$ cat src/hdl/dab_pkg.sv
// DAB modulator shared definitions
// Bus widths, register map and the power-up configuration sequence

package dab_pkg;

    // Write bus and timing value types
    typedef logic [15:0] addr_t;
    typedef logic [31:0] data_t;
    typedef logic [15:0] duty_t;

    // Register map, bit 0 of the control register enables the timebase
    localparam addr_t ADDR_CONTROL   = 16'h000;
    localparam addr_t ADDR_PERIOD    = 16'h004;
    localparam addr_t ADDR_DEAD_TIME = 16'h008;
    localparam addr_t ADDR_DUTY_1    = 16'h010;
    localparam addr_t ADDR_PHASE_1   = 16'h014;
    localparam addr_t ADDR_DUTY_2    = 16'h018;
    localparam addr_t ADDR_PHASE_2   = 16'h01C;

    // Default operating point in clock cycles
    localparam duty_t DEFAULT_PERIOD    = 16'd100;
    localparam duty_t DEFAULT_DEAD_TIME = 16'd4;
    localparam duty_t DEFAULT_DUTY      = 16'd50;

    // Configuration sequence, the timebase is switched on last
    localparam int CONFIG_WRITES = 3;

    localparam addr_t CONFIG_ADDR [CONFIG_WRITES] = '{
        ADDR_PERIOD,
        ADDR_DEAD_TIME,
        ADDR_CONTROL
    };

    localparam data_t CONFIG_DATA [CONFIG_WRITES] = '{
        data_t'(DEFAULT_PERIOD),
        data_t'(DEFAULT_DEAD_TIME),
        32'h0000_0001
    };

endpackage

$ cat src/hdl/dab_pre_modulation_processor.sv
// DAB pre-modulation processor
// Turns a configure strobe or a per-field update mask into a sequence of
// register writes on the write bus and pulses done after the last one
`timescale 1ns/1ps

module dab_pre_modulation_processor (
    input  logic            clock,
    input  logic            reset,
    input  logic            configure,
    input  logic [3:0]      update,
    input  dab_pkg::duty_t  duty_1,
    input  dab_pkg::duty_t  duty_2,
    input  dab_pkg::duty_t  phase_shift_1,
    input  dab_pkg::duty_t  phase_shift_2,
    input  logic            write_ready,
    output logic            done,
    output logic            write_valid,
    output dab_pkg::addr_t  write_dest,
    output dab_pkg::data_t  write_data
);

    typedef enum logic [1:0] {
        state_idle,
        state_issue,
        state_strobe
    } state_t;

    state_t          state;
    logic            configuring;
    logic [1:0]      config_index;
    logic            last_config;
    logic            request;
    logic [3:0]      pending;
    logic [3:0]      pick;
    dab_pkg::addr_t  update_dest;
    dab_pkg::data_t  update_data;
    dab_pkg::duty_t  duty_1_q;
    dab_pkg::duty_t  duty_2_q;
    dab_pkg::duty_t  phase_1_q;
    dab_pkg::duty_t  phase_2_q;

    assign request     = configure || (update != 4'b0000);
    assign last_config = config_index == 2'(dab_pkg::CONFIG_WRITES - 1);

    // Lowest pending mask bit goes first
    // Bit 0 is duty 1, bit 1 duty 2, bit 2 phase 1 and bit 3 phase 2
    assign pick = pending & (~pending + 4'd1);

    always_comb begin
        update_dest = dab_pkg::ADDR_PHASE_2;
        update_data = dab_pkg::data_t'(phase_2_q);
        if (pick[0]) begin
            update_dest = dab_pkg::ADDR_DUTY_1;
            update_data = dab_pkg::data_t'(duty_1_q);
        end else if (pick[1]) begin
            update_dest = dab_pkg::ADDR_DUTY_2;
            update_data = dab_pkg::data_t'(duty_2_q);
        end else if (pick[2]) begin
            update_dest = dab_pkg::ADDR_PHASE_1;
            update_data = dab_pkg::data_t'(phase_1_q);
        end
    end

    // Sequencing FSM
    // Issue waits for ready, strobe waits for the slave to drop ready
    always_ff @(posedge clock) begin
        if (!reset) begin
            state        <= state_idle;
            done         <= 1'b0;
            write_valid  <= 1'b0;
            configuring  <= 1'b0;
            config_index <= 2'd0;
            pending      <= 4'b0000;
        end else begin
            done <= 1'b0;
            case (state)
                state_idle: begin
                    if (configure) begin
                        configuring  <= 1'b1;
                        config_index <= 2'd0;
                        state        <= state_issue;
                    end else if (update != 4'b0000) begin
                        configuring <= 1'b0;
                        pending     <= update;
                        state       <= state_issue;
                    end
                end
                state_issue: begin
                    if (write_ready) begin
                        write_valid <= 1'b1;
                        if (!configuring) begin
                            pending <= pending & ~pick;
                        end
                        state <= state_strobe;
                    end
                end
                state_strobe: begin
                    write_valid <= 1'b0;
                    if (!write_ready) begin
                        if (configuring ? last_config : (pending == 4'b0000)) begin
                            done  <= 1'b1;
                            state <= state_idle;
                        end else begin
                            if (configuring) begin
                                config_index <= config_index + 2'd1;
                            end
                            state <= state_issue;
                        end
                    end
                end
                default: state <= state_idle;
            endcase
        end
    end

    // Request values are frozen when the sequence starts
    always_ff @(posedge clock) begin
        if (state == state_idle && request) begin
            duty_1_q  <= duty_1;
            duty_2_q  <= duty_2;
            phase_1_q <= phase_shift_1;
            phase_2_q <= phase_shift_2;
        end
        if (state == state_issue && write_ready) begin
            if (configuring) begin
                write_dest <= dab_pkg::CONFIG_ADDR[config_index];
                write_data <= dab_pkg::CONFIG_DATA[config_index];
            end else begin
                write_dest <= update_dest;
                write_data <= update_data;
            end
        end
    end

endmodule

$ cat src/hdl/modulator_register_file.sv
// Modulator register file
// Write bus slave with shadow registers that move to the active set at
// period boundaries while the timebase runs
`timescale 1ns/1ps

module modulator_register_file (
    input  logic            clock,
    input  logic            reset,
    input  logic            write_valid,
    input  dab_pkg::addr_t  write_dest,
    input  dab_pkg::data_t  write_data,
    input  logic            period_end,
    output logic            write_ready,
    output logic            enable,
    output dab_pkg::duty_t  period,
    output dab_pkg::duty_t  dead_time,
    output dab_pkg::duty_t  duty_1,
    output dab_pkg::duty_t  phase_1,
    output dab_pkg::duty_t  duty_2,
    output dab_pkg::duty_t  phase_2
);

    logic            enable_shadow;
    dab_pkg::duty_t  period_shadow;
    dab_pkg::duty_t  dead_time_shadow;
    dab_pkg::duty_t  duty_1_shadow;
    dab_pkg::duty_t  phase_1_shadow;
    dab_pkg::duty_t  duty_2_shadow;
    dab_pkg::duty_t  phase_2_shadow;
    logic            load;

    // Stopped timebase lets new values through at once
    assign load = !enable || period_end;

    // Ready drops for the single cycle after each accepted write
    always_ff @(posedge clock) begin
        if (!reset) begin
            write_ready <= 1'b1;
        end else begin
            write_ready <= !write_valid;
        end
    end

    // Period resets to zero so both legs stay off until configured
    // Dead time also starts at zero and is set by the configuration sequence
    always_ff @(posedge clock) begin
        if (!reset) begin
            enable_shadow    <= 1'b0;
            period_shadow    <= '0;
            dead_time_shadow <= '0;
            duty_1_shadow    <= dab_pkg::DEFAULT_DUTY;
            phase_1_shadow   <= '0;
            duty_2_shadow    <= dab_pkg::DEFAULT_DUTY;
            phase_2_shadow   <= '0;
        end else if (write_valid) begin
            case (write_dest)
                dab_pkg::ADDR_CONTROL:   enable_shadow    <= write_data[0];
                dab_pkg::ADDR_PERIOD:    period_shadow    <= dab_pkg::duty_t'(write_data);
                dab_pkg::ADDR_DEAD_TIME: dead_time_shadow <= dab_pkg::duty_t'(write_data);
                dab_pkg::ADDR_DUTY_1:    duty_1_shadow    <= dab_pkg::duty_t'(write_data);
                dab_pkg::ADDR_PHASE_1:   phase_1_shadow   <= dab_pkg::duty_t'(write_data);
                dab_pkg::ADDR_DUTY_2:    duty_2_shadow    <= dab_pkg::duty_t'(write_data);
                dab_pkg::ADDR_PHASE_2:   phase_2_shadow   <= dab_pkg::duty_t'(write_data);
                default: ;
            endcase
        end
    end

    always_ff @(posedge clock) begin
        if (!reset) begin
            enable    <= 1'b0;
            period    <= '0;
            dead_time <= '0;
            duty_1    <= dab_pkg::DEFAULT_DUTY;
            phase_1   <= '0;
            duty_2    <= dab_pkg::DEFAULT_DUTY;
            phase_2   <= '0;
        end else if (load) begin
            enable    <= enable_shadow;
            period    <= period_shadow;
            dead_time <= dead_time_shadow;
            duty_1    <= duty_1_shadow;
            phase_1   <= phase_1_shadow;
            duty_2    <= duty_2_shadow;
            phase_2   <= phase_2_shadow;
        end
    end

endmodule

$ cat src/hdl/modulator_timebase.sv
// Modulator timebase
// Wrap-around period counter with an end-of-period strobe
`timescale 1ns/1ps

module modulator_timebase (
    input  logic            clock,
    input  logic            reset,
    input  logic            enable,
    input  dab_pkg::duty_t  period,
    output dab_pkg::duty_t  count,
    output logic            period_end
);

    logic            running;
    dab_pkg::duty_t  last_count;

    assign last_count = period - 1'b1;

    // Only flagged once the counter has started from zero
    assign period_end = enable && running && (count == last_count);

    // Count holds at zero for the first enabled cycle, then runs
    always_ff @(posedge clock) begin
        if (!reset) begin
            running <= 1'b0;
            count   <= '0;
        end else begin
            running <= enable;
            if (!enable || !running || period_end) begin
                count <= '0;
            end else begin
                count <= count + 1'b1;
            end
        end
    end

endmodule

$ cat src/hdl/pwm_leg.sv
// PWM leg
// Phase-shifted window compare against the timebase with dead-time
// insertion, driving one complementary high/low gate pair
`timescale 1ns/1ps

module pwm_leg (
    input  logic            clock,
    input  logic            reset,
    input  dab_pkg::duty_t  count,
    input  dab_pkg::duty_t  period,
    input  dab_pkg::duty_t  duty,
    input  dab_pkg::duty_t  phase,
    input  dab_pkg::duty_t  dead_time,
    output logic            gate_high,
    output logic            gate_low
);

    logic [16:0]     window_sum;
    logic [16:0]     window_wrapped;
    logic            wraps;
    dab_pkg::duty_t  window_end;
    logic            in_window;
    logic            active_next;
    logic            raw_next;
    logic            active_q;
    logic            raw_q;
    logic            raw_edge;
    dab_pkg::duty_t  dead_count;
    logic            dead_done;

    // Window end taken modulo the period
    assign window_sum     = {1'b0, phase} + {1'b0, duty};
    assign window_wrapped = window_sum - {1'b0, period};
    assign wraps          = window_sum >= {1'b0, period};
    assign window_end     = wraps ? window_wrapped[15:0] : window_sum[15:0];

    assign in_window = wraps ? ((count >= phase) || (count < window_end))
                             : ((count >= phase) && (count < window_end));

    // A zero period means the leg is not configured
    assign active_next = period != '0;
    assign raw_next    = active_next && in_window;

    assign raw_edge  = (raw_next != raw_q) || (active_next != active_q);
    assign dead_done = dead_count >= dead_time;

    // First stage registers the raw drive and times the dead band
    always_ff @(posedge clock) begin
        if (!reset) begin
            active_q   <= 1'b0;
            raw_q      <= 1'b0;
            dead_count <= '0;
        end else begin
            active_q <= active_next;
            raw_q    <= raw_next;
            if (raw_edge) begin
                dead_count <= '0;
            end else if (dead_count != '1) begin
                dead_count <= dead_count + 1'b1;
            end
        end
    end

    // Outgoing gate drops at once, the incoming one waits out the dead band
    always_ff @(posedge clock) begin
        if (!reset) begin
            gate_high <= 1'b0;
            gate_low  <= 1'b0;
        end else begin
            gate_high <= raw_q && dead_done;
            gate_low  <= active_q && !raw_q && dead_done;
        end
    end

endmodule

$ cat src/hdl/dab_modulator_top.sv
// DAB modulator top level
// Processor, register file, shared timebase and one PWM leg per bridge
`timescale 1ns/1ps

module dab_modulator_top (
    input  logic            clock,
    input  logic            reset,
    input  logic            configure,
    input  logic [3:0]      update,
    input  dab_pkg::duty_t  duty_1,
    input  dab_pkg::duty_t  duty_2,
    input  dab_pkg::duty_t  phase_shift_1,
    input  dab_pkg::duty_t  phase_shift_2,
    output logic            done,
    output logic            gate_1_high,
    output logic            gate_1_low,
    output logic            gate_2_high,
    output logic            gate_2_low
);

    // Internal write bus
    logic            write_valid;
    logic            write_ready;
    dab_pkg::addr_t  write_dest;
    dab_pkg::data_t  write_data;

    // Active register values
    logic            enable;
    dab_pkg::duty_t  period;
    dab_pkg::duty_t  dead_time;
    dab_pkg::duty_t  active_duty_1;
    dab_pkg::duty_t  active_phase_1;
    dab_pkg::duty_t  active_duty_2;
    dab_pkg::duty_t  active_phase_2;

    dab_pkg::duty_t  count;
    logic            period_end;

    dab_pre_modulation_processor u_processor (
        .clock         (clock),
        .reset         (reset),
        .configure     (configure),
        .update        (update),
        .duty_1        (duty_1),
        .duty_2        (duty_2),
        .phase_shift_1 (phase_shift_1),
        .phase_shift_2 (phase_shift_2),
        .write_ready   (write_ready),
        .done          (done),
        .write_valid   (write_valid),
        .write_dest    (write_dest),
        .write_data    (write_data)
    );

    modulator_register_file u_register_file (
        .clock       (clock),
        .reset       (reset),
        .write_valid (write_valid),
        .write_dest  (write_dest),
        .write_data  (write_data),
        .period_end  (period_end),
        .write_ready (write_ready),
        .enable      (enable),
        .period      (period),
        .dead_time   (dead_time),
        .duty_1      (active_duty_1),
        .phase_1     (active_phase_1),
        .duty_2      (active_duty_2),
        .phase_2     (active_phase_2)
    );

    modulator_timebase u_timebase (
        .clock      (clock),
        .reset      (reset),
        .enable     (enable),
        .period     (period),
        .count      (count),
        .period_end (period_end)
    );

    pwm_leg u_leg_1 (
        .clock     (clock),
        .reset     (reset),
        .count     (count),
        .period    (period),
        .duty      (active_duty_1),
        .phase     (active_phase_1),
        .dead_time (dead_time),
        .gate_high (gate_1_high),
        .gate_low  (gate_1_low)
    );

    pwm_leg u_leg_2 (
        .clock     (clock),
        .reset     (reset),
        .count     (count),
        .period    (period),
        .duty      (active_duty_2),
        .phase     (active_phase_2),
        .dead_time (dead_time),
        .gate_high (gate_2_high),
        .gate_low  (gate_2_low)
    );

endmodule

$ cat config.mk
export PLATFORM = sky130hd
export DESIGN_NAME = dab_modulator_top
export DESIGN_NICKNAME = d
export VERILOG_FILES = /design/src/hdl/dab_pkg.sv /design/src/hdl/dab_pre_modulation_processor.sv /design/src/hdl/modulator_register_file.sv /design/src/hdl/modulator_timebase.sv /design/src/hdl/pwm_leg.sv /design/src/hdl/dab_modulator_top.sv
export SDC_FILE = /design/constraint.sdc
export NUM_CORES = 1
export LEC_CHECK = 0
export ABC_CLOCK_PERIOD_IN_PS = 8300
export BUFFER_PORTS_ARGS = -buffer_cell sky130_fd_sc_hd__buf_2
export CAP_MARGIN = 20
export CORE_ASPECT_RATIO = 1.2
export CORE_UTILIZATION = 52
export DETAILED_ROUTE_END_ITERATION = 7
export PLACE_DENSITY = 0.78
export SETUP_SLACK_MARGIN = 0.05
export SLEW_MARGIN = 0
export SYNTH_ARGS = -nofsm -noshare
export SYNTH_HDL_FRONTEND = slang
export SYNTH_SLANG_ARGS = --single-unit
$ cat constraint.sdc
create_clock -name clock -period 8.3 [get_ports clock]
set_input_delay 1.66 -clock clock [delete_from_list [all_inputs] [get_ports clock]]
set_output_delay 1.66 -clock clock [all_outputs]
set_load 0.03 [all_outputs]
Word-level counts from Yosys, hierarchy flattened
Index checks and enable logic that the tools add are counted.

$add $sub $neg: 10. Equal/unequal tests: 24. $lt $le $gt $ge: 9. Reduce and logical (&&, ||, !) cells: 52. Div/mod/pow operators: 0. Multipliers: 0. Muxes and demuxes: 40. Shift operators: 0. Bitwise gates (word level): 7.

Operator list (number): 16-bit 2-to-1 mux (13); 32-bit binary-select mux with 2-bit select (1); 16-bit by 5-bit == test with 1-bit output, second input constant (4); 16-bit >= comparator (4); 16-bit by 1-bit adder with 16-bit output, second input constant (3); 16-bit by 16-bit adder with 17-bit output (2); 17-bit by 16-bit >= comparator with 1-bit output (2); 16-bit binary-select mux with 2-bit select (1); 16-bit less-than comparator (2); 16-bit != test, second input constant (2); 16-bit subtractor (2); 4-bit 2-to-1 mux (5); 2-bit AND reduction (9); 16-bit == test (1); 16-bit by 3-bit == test with 1-bit output, second input constant (1); 16-bit by 4-bit == test with 1-bit output, second input constant (1); 16-bit logical NOT (1); 2-bit 2-to-1 mux (8); 16-bit nonzero test (1); 16-bit by 1-bit subtractor with 16-bit output, second input constant (1); 1-bit logical AND (14); 2-bit != test, second input constant (5); 5-bit AND reduction (2); 4-bit bitwise AND (2); other kinds (25) (55).

Output and inout bits: 5. Flip-flop bits (word level): 358. Bits in writable memories: 0. Latch bits: 0. Memory bits (read-only): 0. Memories: 0. Logic and storage cells: 180.

Depth between registers and ports, before layout
Gate-level depths: netlist of the first run.

Word-level depth: 10. Mapped depth: 33.

By module
From an unflattened synthesis of the first run, not the netlist that was laid out.

Cells, all modules: 2220. Area, all modules: 20053.0 um^2.

Modules (own cells, without submodules): modulator_register_file (times used 1, area each 7164.4 um^2, sequential area each 3903.7 um^2, cells each 770); dab_pre_modulation_processor (times used 1, area each 3961.3 um^2, sequential area each 2712.6 um^2, cells each 287); pwm_leg (u_leg_1) (times used 1, area each 3829.9 um^2, sequential area each 400.4 um^2, cells each 501); pwm_leg (u_leg_2) (times used 1, area each 3693.5 um^2, sequential area each 400.4 um^2, cells each 479); modulator_timebase (times used 1, area each 1403.8 um^2, sequential area each 340.3 um^2, cells each 183).

Worst setup path before layout of the first run
OpenSTA, ideal clock, no wires.

Path kind: reg2reg. Start point: reg u_register_file.phase_1[1]. End point: reg u_leg_1.dead_count[12]. Path buffers: 3. Library setup time: 0.128 ns. Cell stages (with the launch flop): 32. Data arrival time: 6.331 ns. Required time: 8.172 ns. Path slack: 1.841 ns. Cell sequence: dfxtp_1 -> ha_1 -> a21o_1 -> a21oi_1 -> o21bai_1 -> a31o_1 -> o41ai_1 -> a2bb2oi_1 -> a21boi_1 -> or2_1 -> a21oi_1 -> xnor2_1 -> ha_1 -> and3_1 -> a22o_1 -> a31o_2 -> or2_1 -> clkbuf_1 -> clkbuf_1 -> nand2_1 -> o21ai_1 -> ha_1 -> a21o_1 -> a21o_1 -> a211oi_1 -> and2_1 -> o21ai_0 -> a221oi_1 -> xnor2_1 -> a31oi_1 -> clkbuf_1 -> nor2_1.

Longest elaborated chain between the ends: 10. Elaborated cells on any way between the ends: 13. Those cells by class: add/sub (2); order compare (3); eq/ne (1); mux (2); reduce/logical (5).

Ends and longest elaborated chain: start, declared (line modulator_register_file.sv:18) `output dab_pkg::duty_t phase_1,`; start signal, assigned (line modulator_register_file.sv:83) `phase_1 <= phase_1_shadow;`; 16-bit by 16-bit adder with 17-bit output (line pwm_leg.sv:32) `assign window_sum = {1'b0, phase} + {1'b0, duty};`; 16-bit subtractor / 17-bit by 16-bit >= comparator with 1-bit output (equally long branches) (line pwm_leg.sv:33, pwm_leg.sv:34); 16-bit 2-to-1 mux (line pwm_leg.sv:35) `assign window_end = wraps ? window_wrapped[15:0] : window_sum[15:0];`; 16-bit less-than comparator (line pwm_leg.sv:37, pwm_leg.sv:38); 1-bit logical AND / 1-bit logical OR (equally long branches) (line pwm_leg.sv:38, pwm_leg.sv:37); 1-bit 2-to-1 mux * (line pwm_leg.sv:37) `assign in_window = wraps ? ((count >= phase) || (count < window_end))`; 1-bit logical AND * (line pwm_leg.sv:42) `assign raw_next = active_next && in_window;`; 1-bit != test * (line pwm_leg.sv:44) `assign raw_edge = (raw_next != raw_q) || (active_next != active_q);`; 1-bit logical OR * (line pwm_leg.sv:44); 2-bit OR reduction (no source line) *; end signal, assigned (line pwm_leg.sv:59) `dead_count <= dead_count + 1'b1;`; end, declared (line pwm_leg.sv:28) `dab_pkg::duty_t dead_count;`.

Every way passes the cells marked *; elsewhere a longest branch is shown, timed or not. A chain may end at the register's enable or synchronous reset.

Worst setup path after layout of the first run
Start point: reg u_register_file.duty_1[1]. End point: reg u_leg_1.dead_count[10].

Longest elaborated chain between the ends: 10. Elaborated cells on any way between the ends: 12. Those cells by class: add/sub (2); order compare (2); eq/ne (1); mux (2); reduce/logical (5).

Ends and longest elaborated chain: start, declared (line modulator_register_file.sv:17) `output dab_pkg::duty_t duty_1,`; start signal, assigned (line modulator_register_file.sv:74) `duty_1 <= dab_pkg::DEFAULT_DUTY;`; start signal, assigned (line modulator_register_file.sv:82) `duty_1 <= duty_1_shadow;`; 16-bit by 16-bit adder with 17-bit output * (line pwm_leg.sv:32); 16-bit subtractor / 17-bit by 16-bit >= comparator with 1-bit output (equally long branches) (line pwm_leg.sv:33, pwm_leg.sv:34); 16-bit 2-to-1 mux (line pwm_leg.sv:35); 16-bit less-than comparator (line pwm_leg.sv:37, pwm_leg.sv:38); 1-bit logical AND / 1-bit logical OR (equally long branches) (line pwm_leg.sv:38, pwm_leg.sv:37); 1-bit 2-to-1 mux * (line pwm_leg.sv:37); 1-bit logical AND * (line pwm_leg.sv:42); 1-bit != test * (line pwm_leg.sv:44); 1-bit logical OR * (line pwm_leg.sv:44); 2-bit OR reduction (no source line) *.

Marks and branches as above.

==> flow_summary.ini, run 1 <==
[setup_path]
critPathArrivalTime_ps = 7610
worstRegToRegCells = 30
max_stage_delay_ps = 650
start_kind = flip-flop
end_kind = flip-flop
crit_family = compound AO/OA/AOI/OAI gates
critPathBufInv = 1
slowest_stage = or2_1
crit_required_ps = 8750
r2r_end = u_leg_1.dead_count[10]
crit_type = flip-flop to flip-flop
cp_max_fo = 22
r2r_slack_ps = 1150
r2r_start = u_register_file.duty_1[1]

[placement]
port_buffers = 75
hpwlAfterDp_mm = 33.6
placed_cell_area_um2 = 19600
place.gp.congestion = 0.935

[clock_tree]
cts_setup_buffers = 0
cts_resized = 0
cts_buffers = 35
path_clk_slew_ps = 60
cts_tree = built
ctsHoldBuffers = 0
clockRootBuffer = clkbuf_16
cts.path.max_buffers = 3
clk_latency_ps = 550
h-tree-depth = 2
cts.sinks = 345

[run]
maxCapViolCount = 0

[routing]
initialDrtViolationCount = 1002
wire_per_inst_um = 17.8
vias = 14700
routed-wl-met2_mm = 21.5
dr.max_layer_used = met4
wl_met3_mm = 2.18
viasPerCell = 5.71
routed_wl_mm = 45.9
dr.pass1.iters = 5
wl_met1_mm = 19.2
antenna_left = 0
drc = 0

[die]
ioPinCount = 76
die_h_um = 211
die-area_um2 = 37000
core_area_um2 = 35800
die_x_um = 176
initial_core_util = 0.526
row_count = 76

[min_path]
holdPathStages = 2
whs_endpoint = u_register_file.phase_1_shadow[11]
hp-class = flip-flop to flip-flop
min_from = u_register_file.phase_1_shadow[11]

[timing]
relSlewSlack = 0.305
worst_pin_slew_ps = 1040
finalCritPeriodShare = 0.862
skew_ps = 24.7
fmax_mhz = 140
fin_tns_setup_ps = 0
hold_violations = 0
finalSetupViolations = 0
drv_slew = 0
rsz0062_at_grt = false
fin_crit_ps = 7150

[global_route]
globalRouteOverflowTotal = 0
grt_usage = 0.250
grt_pass1_vias = 14300
antenna_found_initial = 0
grt_pass1_wl_mm = 73.3
grt_max_degree = 126

[synthesis]
synth_top_area_cell = dfxtp_1
synth-edff-count = 83
yosys.area_share.simple = 0.180
netlist_instances = 2037
synth_top_family_by_area = simple AND/OR/NAND/NOR gates
synth_compound_area_frac = 0.155
synthesis.area_um2 = 18900
synthMuxAreaShare = 0.0569
synthAdderAreaFrac = 0.114
yosysSeqAreaShare = 0.410
synth_ff_type = dfxtp_1
synthesis.nets = 2277
ys_types = 72
synth-seq-cells = 345
yosys_warnings = 0
synth.avg_cell_area_um2 = 9.25
synthArstFlopShare = 0
yosysTopAreaCellShare = 0.278
synth_xor_area_frac = 0.0465
synth.area.top_cells = dfxtp_1 (28%), edfxtp_1 (13%), ha_1 (11%)

[power_and_ir_drop]
finalPower_mw = 4.47
p_per_area_nw_per_um2 = 215
vdd_drop_max_mv = 0.217
leakage_nw = 8.82

[run_status]
outcome = finished clean

[finish]
final_cell_mix = nand2_1 (278), dfxtp_1 (262), ha_1 (165)
syn_to_final_growth_pct = 10.3
drive_gt1_frac = 0.0780
final_area_um2 = 20800
fin_nets = 2329
layout_commonest_cell = nand2_1
fillers = 2987
num_antenna_cells = 0
cells in the mapped netlist, drive strengths merged, types with 9 or more instances:
cell,instances
nand2,278
nand3,37
nor3,32
edfxtp,83
xnor2,58
nor2b,113
a21o,42
ha,165
xor2,42
a221oi,14
a21boi,99
o21ai,61
mux2i,105
and3,19
nor2,139
a21oi,86
inv,102
o21bai,9
o211ai,10
dfxtp,262
and2,15
or3,12
a31oi,9
clkbuf,62
a211oi,14
nand4,23
a22oi,18
buf,12
o21a,18
nand2b,12
how the worst max path moves through the flow:
stage / startpoint / slack (ps) / cells past startpoint / end
2_1_floorplan: u_register_file.phase_1[1] / 1840 / 31 / u_leg_1.dead_count[12]
3_3_place_gp: u_register_file.phase_1[1] / 1360 / 30 / u_leg_1.dead_count[10]
3_5_place_dp: u_register_file.duty_1[1] / 1280 / 29 / u_leg_1.dead_count[10]
4_1_cts: u_register_file.duty_1[1] / 1230 / 30 / u_leg_1.dead_count[10]
5_1_grt: u_register_file.duty_1[1] / 630 / 31 / u_leg_1.dead_count[10]
6_report: u_register_file.duty_1[1] / 1150 / 30 / u_leg_1.dead_count[10]
routing by layer:
metal | vias up | global-route usage
met5 | - | 0
met4 | 0 | 0.152
met3 | 149 | 0.0343
met2 | 380 | 0.423
met1 | 6942 | 0.300
li1 | 7271 | -
worst register-to-register path: cells and delay by family (launching register included):
kind / cells / cell delay, ps
AO/OA/AOI/OAI: 17 / 3660
AND/OR/NAND/NOR: 7 / 1610
adder cells (fa/ha/maj): 3 / 880
flip-flops: 1 / 400
XOR/XNOR: 2 / 280
buffers and inverters: 1 / 210
stage by stage:
step / util / std cells / setup WS, ps / hold WS, ps
after CTS: 0.580 / 2582 / 1230 / 455
after global routing: 0.580 / 2584 / 631 / 471
after global placement: 0.546 / 2518 / 1360 / 440
after floorplan: - / 2037 / 1840 / 424
final: 0.580 / 2584 / 1150 / 452
after detailed placement: 0.546 / 2518 / 1280 / 446
cell families (layout without fill, tap and decap cells):
logic type                 count (synthesis)  in the layout
DFF                                      345            345
muxes                                    107            107
adders and majority gates                169            169
xor gates and xnor gates                 100            100
buffers and inverters                    176            255
AOI/OAI and AO/OA                        428            428
and+or+nand+nor                          712            712
power breakdown:
| part | internal [mW] | total [mW] | switching [mW] |
|---|---|---|---|
| Sequential | 1.91 | 2.05 | 0.147 |
| Combinational | 0.332 | 0.812 | 0.481 |
| Clock | 0.909 | 1.60 | 0.695 |
cell type report:
| class | count | area (um2) | area share |
|---|---|---|---|
| inverter | 102 | 383 | 0.0184 |
| timing repair buffer | 89 | 483 | 0.0232 |
| clock inverter | 18 | 196 | 0.00945 |
| clock buffer | 46 | 1010 | 0.0484 |
| tap | 468 | 586 | 0.0282 |
| sequential | 345 | 7740 | 0.372 |
| multi-input combinational | 1516 | 10400 | 0.500 |
(Power assumes the default switching activity.)
==> inputs of run 2 (changes only) <==
--- a/config.mk
+++ b/config.mk
@@ -5,10 +5,11 @@
 export SDC_FILE = /design/constraint.sdc
 export NUM_CORES = 1
 export LEC_CHECK = 0
-export ABC_CLOCK_PERIOD_IN_PS = 8300
+export ABC_CLOCK_PERIOD_IN_PS = 8600
 export BUFFER_PORTS_ARGS = -buffer_cell sky130_fd_sc_hd__buf_2
 export CAP_MARGIN = 20
 export CORE_ASPECT_RATIO = 1.2
+export CORE_MARGIN = 10
 export CORE_UTILIZATION = 52
 export DETAILED_ROUTE_END_ITERATION = 7
 export PLACE_DENSITY = 0.78
==> constraint.sdc (replaced) <==
create_clock -name clock -period 8.6 [get_ports clock]
set_input_delay 1.72 -clock clock [delete_from_list [all_inputs] [get_ports clock]]
set_output_delay 1.72 -clock clock [all_outputs]
set_load 0.03 [all_outputs]
==> run 2 against run 1 <==
Net effect:
- critical path depth did not move
- via count rose by 0.64%
- register-to-register slack improved by 220 ps
- die area rose by 20%
- power fell by 5.1%
- utilization fell by 0.22 points
- cell count fell by 0.12%
- routed wire length rose by 3.1%
- sequential power fell by 3%
- clock power fell by 8%
- global-route usage fell by 4.5 points
- design area fell by 0.38%
- critical path type unchanged
- critical endpoint unchanged
- highest routed layer unchanged
==> flow_summary.ini, run 2 (synthesized netlist as in run 1, its figures left out) <==
[finish]
final_util = 0.578
fillers = 3013
num_antenna_cells = 0
syn_to_final_growth_pct = 9.90
final_area_um2 = 20700
drive_gt1_frac = 0.0748
layout_commonest_cell = nand2_1
fin_nets = 2329
final_cell_mix = nand2_1 (278), dfxtp_1 (262), ha_1 (165)

[placement]
port_buffers = 75
hpwlAfterDp_mm = 34.7
placed_cell_area_um2 = 19600
place.gp.congestion = 0.945

[setup_path]
max_stage_delay_ps = 650
critPathArrivalTime_ps = 7670
crit_required_ps = 9040
r2r_slack_ps = 1370
crit_type = flip-flop to flip-flop
crit_family = compound AO/OA/AOI/OAI gates
end_kind = flip-flop
critPathBufInv = 1
slowest_stage = or2_1
cp_max_fo = 22
start_kind = flip-flop

[routing]
dr.pass1.iters = 6
viasPerCell = 5.75
routed-wl-met2_mm = 23.2
initialDrtViolationCount = 1058
routed_wl_mm = 47.3
drc = 0
wire_per_inst_um = 18.3
vias = 14800
wl_met3_mm = 2.08
antenna_left = 0
wl_met1_mm = 20.2
dr.max_layer_used = met4

[clock_tree]
cts_resized = 0
cts.path.max_buffers = 3
clockRootBuffer = clkbuf_16
cts_setup_buffers = 0
cts.sinks = 345
cts_buffers = 34
h-tree-depth = 2
ctsHoldBuffers = 0
cts_tree = built
path_clk_slew_ps = 60
clk_latency_ps = 530

[die]
die_x_um = 194
row_count = 76
die_h_um = 229
initial_core_util = 0.526
ioPinCount = 76
die-area_um2 = 44300
core_area_um2 = 35800

[power_and_ir_drop]
leakage_nw = 8.78
sw_frac_of_total = 0.289
p_int_mw = 3.01
p_seq_frac = 0.467
p_per_area_nw_per_um2 = 205
p_sw_mw = 1.23
vdd_drop_max_mv = 0.263
p_clk_frac = 0.348
power.share.combinational = 0.185

[min_path]
hp-class = flip-flop to flip-flop

[timing]
fin_crit_ps = 7230
fmax_mhz = 138
finalSetupViolations = 0
fin_tns_setup_ps = 0
finalCritPeriodShare = 0.841
skew_ps = 15.2
worst_pin_slew_ps = 1060
relSlewSlack = 0.293
hold_violations = 0
rsz0062_at_grt = false
drv_slew = 0

[run]
maxCapViolCount = 0

[global_route]
globalRouteOverflowTotal = 0
grt_usage = 0.205
antenna_found_initial = 0
grt_pass1_wl_mm = 76.0
grt_max_degree = 90
grt_pass1_vias = 14800

[run_status]
outcome = finished clean
run 2: per-stage QoR:
| stage | setup WS, ps | std cells | hold WS [ps] | total power [mW] |
|---|---|---|---|---|
| 2_1_floorplan | 2140 | 2037 | 424 | 2.54 |
| 3_3_place_gp | 1660 | 2518 | 439 | 2.76 |
| 3_5_place_dp | 1480 | 2521 | 445 | 2.79 |
| 4_1_cts | 1440 | 2581 | 453 | 4.26 |
| 5_1_grt | 797 | 2581 | 465 | 4.43 |
| 6_report | 1370 | 2581 | 452 | 4.24 |
run 2: power by group through the flow:
stage | registers, mW | logic, mW | clock network, mW
floorplan | 1.94 | 0.607 | 0
global placement | 2.01 | 0.754 | 0
detailed placement | 2.01 | 0.777 | 0
CTS | 1.98 | 0.783 | 1.50
global route | 1.99 | 0.884 | 1.56
finish | 1.98 | 0.786 | 1.47
run 2: path summary, 6_finish.rpt:
check                                            from                                   to  cells after the start
setup / recovery           u_register_file.phase_1[1]               u_leg_1.dead_count[10]                     30
setup reg to reg           u_register_file.phase_1[1]               u_leg_1.dead_count[10]                     30
hold / removal    u_register_file.dead_time_shadow[5]  u_register_file.dead_time_shadow[5]                      2
hold reg to reg   u_register_file.dead_time_shadow[5]  u_register_file.dead_time_shadow[5]                      2
run 2: area by class of cell:
cell class                 count  area (um2)  area share
timing repair buffer          90         498      0.0240
tap                          468         586      0.0283
sequential                   345        7740       0.373
clock buffer                  45         962      0.0464
clock inverter                15         148     0.00713
inverter                     102         383      0.0185
multi-input combinational   1516       10400       0.502
run 2: layer usage:
metal  global-route usage  vias to the layer above
li1                     -                     7280
met1                0.243                     7046
met2                0.364                      400
met3               0.0267                      110
met4               0.0891                        0
met5                    0                        -
run 2: worst register-to-register path, delay by kind of cell, from the launching register on:
kind,cells,cell delay [ps]
xor gates and xnor gates,2,270
AOI/OAI and AO/OA,17,3730
buffers and inverters,1,220
and+or+nand+nor,7,1630
adders and majority gates,3,900
DFF,1,410
==> inputs of run 3 (changes only) <==
--- a/config.mk
+++ b/config.mk
@@ -5,7 +5,8 @@
 export SDC_FILE = /design/constraint.sdc
 export NUM_CORES = 1
 export LEC_CHECK = 0
-export ABC_CLOCK_PERIOD_IN_PS = 8600
+export ABC_AREA = 1
+export ABC_CLOCK_PERIOD_IN_PS = 7400
 export BUFFER_PORTS_ARGS = -buffer_cell sky130_fd_sc_hd__buf_2
 export CAP_MARGIN = 20
 export CORE_ASPECT_RATIO = 1.2
==> constraint.sdc (replaced) <==
create_clock -name clock -period 7.4 [get_ports clock]
set_input_delay 1.48 -clock clock [delete_from_list [all_inputs] [get_ports clock]]
set_output_delay 1.48 -clock clock [all_outputs]
set_load 0.03 [all_outputs]
==> run 3 against run 2 <==
Net effect:
- via count increased by 9.3%
- power increased by 31%
- sequential share of layout area increased by 0.36 points
- combinational power increased by 74%
- routed wire length increased by 1.4%
- utilization increased by 0.54 points
- first-iteration DRC count increased by 9.7%
- sequential power increased by 19%
- largest cell class unchanged
- critical path depth increased by 6
- fmax increased by 20%
- worst hold slack got worse by 22 ps
- largest power group unchanged
- cell count increased by 13%
==> flow_summary.ini, run 3 <==
[power_and_ir_drop]
p_per_area_nw_per_um2 = 270
vdd_drop_max_mv = 0.243
leakage_nw = 9.13
p_clk_frac = 0.326
sw_frac_of_total = 0.331
p_int_mw = 3.71
p_sw_mw = 1.83
finalPower_mw = 5.54
power.share.combinational = 0.247
p_seq_frac = 0.426

[clock_tree]
h-tree-depth = 2
cts.path.max_buffers = 3
clk_latency_ps = 540
path_clk_slew_ps = 60
cts_buffers = 36
clockRootBuffer = clkbuf_16
cts_setup_buffers = 0
ctsHoldBuffers = 0
cts_resized = 0
cts_tree = built
cts.sinks = 345

[die]
die-area_um2 = 43800
initial_core_util = 0.529
core_area_um2 = 35200
row_count = 75
ioPinCount = 76
die_x_um = 193
die_h_um = 227

[synthesis]
synth_top_area_cell = dfxtp_1
synth.area.top_cells = dfxtp_1 (28%), edfxtp_1 (13%), ha_1 (11%)
netlist_instances = 2389
synth-edff-count = 83
yosysSeqAreaShare = 0.416
synthMostInstantiatedCell = nand2_1
synth.avg_cell_area_um2 = 7.79
yosysTopAreaCellShare = 0.282
ys_types = 46
synthesis.nets = 2629
synthesis.area_um2 = 18600
ys_top_cells_by_count = nand2_1 (457), nor2_1 (316), dfxtp_1 (262)
synthArstFlopShare = 0
synth-seq-cells = 345
synth_ff_type = dfxtp_1
yosys_warnings = 0

[routing]
drc = 0
antenna_left = 0
wire_per_inst_um = 16.5
vias = 16200
dr.pass1.iters = 6
initialDrtViolationCount = 1161
viasPerCell = 5.56
routed_wl_mm = 48.0

[setup_path]
crit_required_ps = 7850
crit_top_cell = nand2_1
crit_type = flip-flop to flip-flop
cp.depth = 36
crit_family = simple AND/OR/NAND/NOR gates
critPathLaunch = u_register_file.duty_1[2]
critPathBufInv = 1
worstRegToRegCells = 36
r2r_slack_ps = 1360
cp_max_fo = 31
start_kind = flip-flop
slowest_stage = nand2_1
endpoint = u_leg_1.dead_count[5]
end_kind = flip-flop
critPathArrivalTime_ps = 6490
r2r_start = u_register_file.duty_1[2]
max_stage_delay_ps = 630
r2r_end = u_leg_1.dead_count[5]

[timing]
drv_slew = 0
hold_violations = 0
fin_tns_setup_ps = 0
finalCritPeriodShare = 0.816
fin_ws_ps = 1360
fin_crit_ps = 6040
rsz0062_at_grt = false
worst_pin_slew_ps = 1080
skew_ps = 19.7
finalSetupViolations = 0
fmax_mhz = 166
relSlewSlack = 0.281

[global_route]
globalRouteOverflowTotal = 0
grt_max_degree = 106
grt_usage = 0.219
grt_pass1_vias = 16100
grt_pass1_wl_mm = 78.8
antenna_found_initial = 0

[run_status]
outcome = finished clean

[placement]
pre_cts_slack_ps = 1380
hpwlAfterDp_mm = 34.6
port_buffers = 75
dp.cells = 2853
place.gp.congestion = 0.962

[finish]
layout_commonest_cell = nand2_1
final_util = 0.583
fin_nets = 2671
fin_cells = 2918
syn_to_final_growth_pct = 10.3
drive_gt1_frac = 0.0656
final_cell_mix = nand2_1 (456), nor2_1 (316), dfxtp_1 (261)
num_antenna_cells = 0

[min_path]
min_from = u_processor.write_valid
hp-class = flip-flop to flip-flop

[run]
maxCapViolCount = 0
## run 3: cell count changes after synthesis, sizes merged, moves of 28 or more
cell / previous run / this run
nand2: 278 / 458
nor2: 139 / 317
nand3: 37 / 184
inv: 102 / 226
nor2b: 113 / 0
a21oi: 86 / 193
mux2i: 105 / 4
a21boi: 99 / 3
o21ai: 61 / 157
a21o: 42 / 2
xor2: 42 / 70
## run 3: layout make-up
type / count / area [um2]
clock inverters: 15 / 121
repair buffers: 91 / 508
flip-flops and latches: 345 / 7740
multi-input cells: 1727 / 9650
inverters: 230 / 863
well taps: 462 / 578
fillers: 3064 / 14700
clock buffers: 48 / 1060
## run 3: power by group through the flow
stage          combinational (mW)  clock [mW]  sequential, mW
2_1_floorplan                1.06           0            2.31
3_3_place_gp                 1.30           0            2.39
3_5_place_dp                 1.35           0            2.40
4_1_cts                      1.36        1.84            2.36
5_1_grt                      1.58        1.91            2.38
6_report                     1.37        1.81            2.36
## run 3: routing by layer
metal | track usage | up-vias | part of all wire
met5 | 0 | - | 0
met3 | 0.0286 | 121 | 0.052
met4 | 0.0901 | 0 | 0.040
met2 | 0.400 | 504 | 0.50
li1 | - | 8063 | -
met1 | 0.251 | 7529 | 0.41
## run 3: cell families after synthesis
kind of cell,count (synthesis),synth area share
multiplexers,4,0.00215
AND/OR/NAND/NOR,1034,0.230
XOR/XNOR,101,0.0475
AO/OA/AOI/OAI,419,0.123
buffers and inverters,317,0.0665
flip-flops,345,0.416
adder cells (fa/ha/maj),169,0.115
## run 3: stage by stage
stage | hold slack (ps) | instance area, um2
final | 430 | 20500
after floorplan | 371 | 18600
after detailed placement | 421 | 19300
after global placement | 380 | 19300
after CTS | 432 | 20500
after global routing | 455 | 20500
## run 3: worst min path at each step
stage | to | slack, ps | cells past startpoint
after CTS | u_register_file.write_ready | 430 | 1
final | u_register_file.write_ready | 430 | 1
after global placement | u_register_file.write_ready | 380 | 1
after floorplan | u_register_file.write_ready | 370 | 1
after detailed placement | u_register_file.write_ready | 420 | 1
after global routing | u_register_file.write_ready | 450 | 1
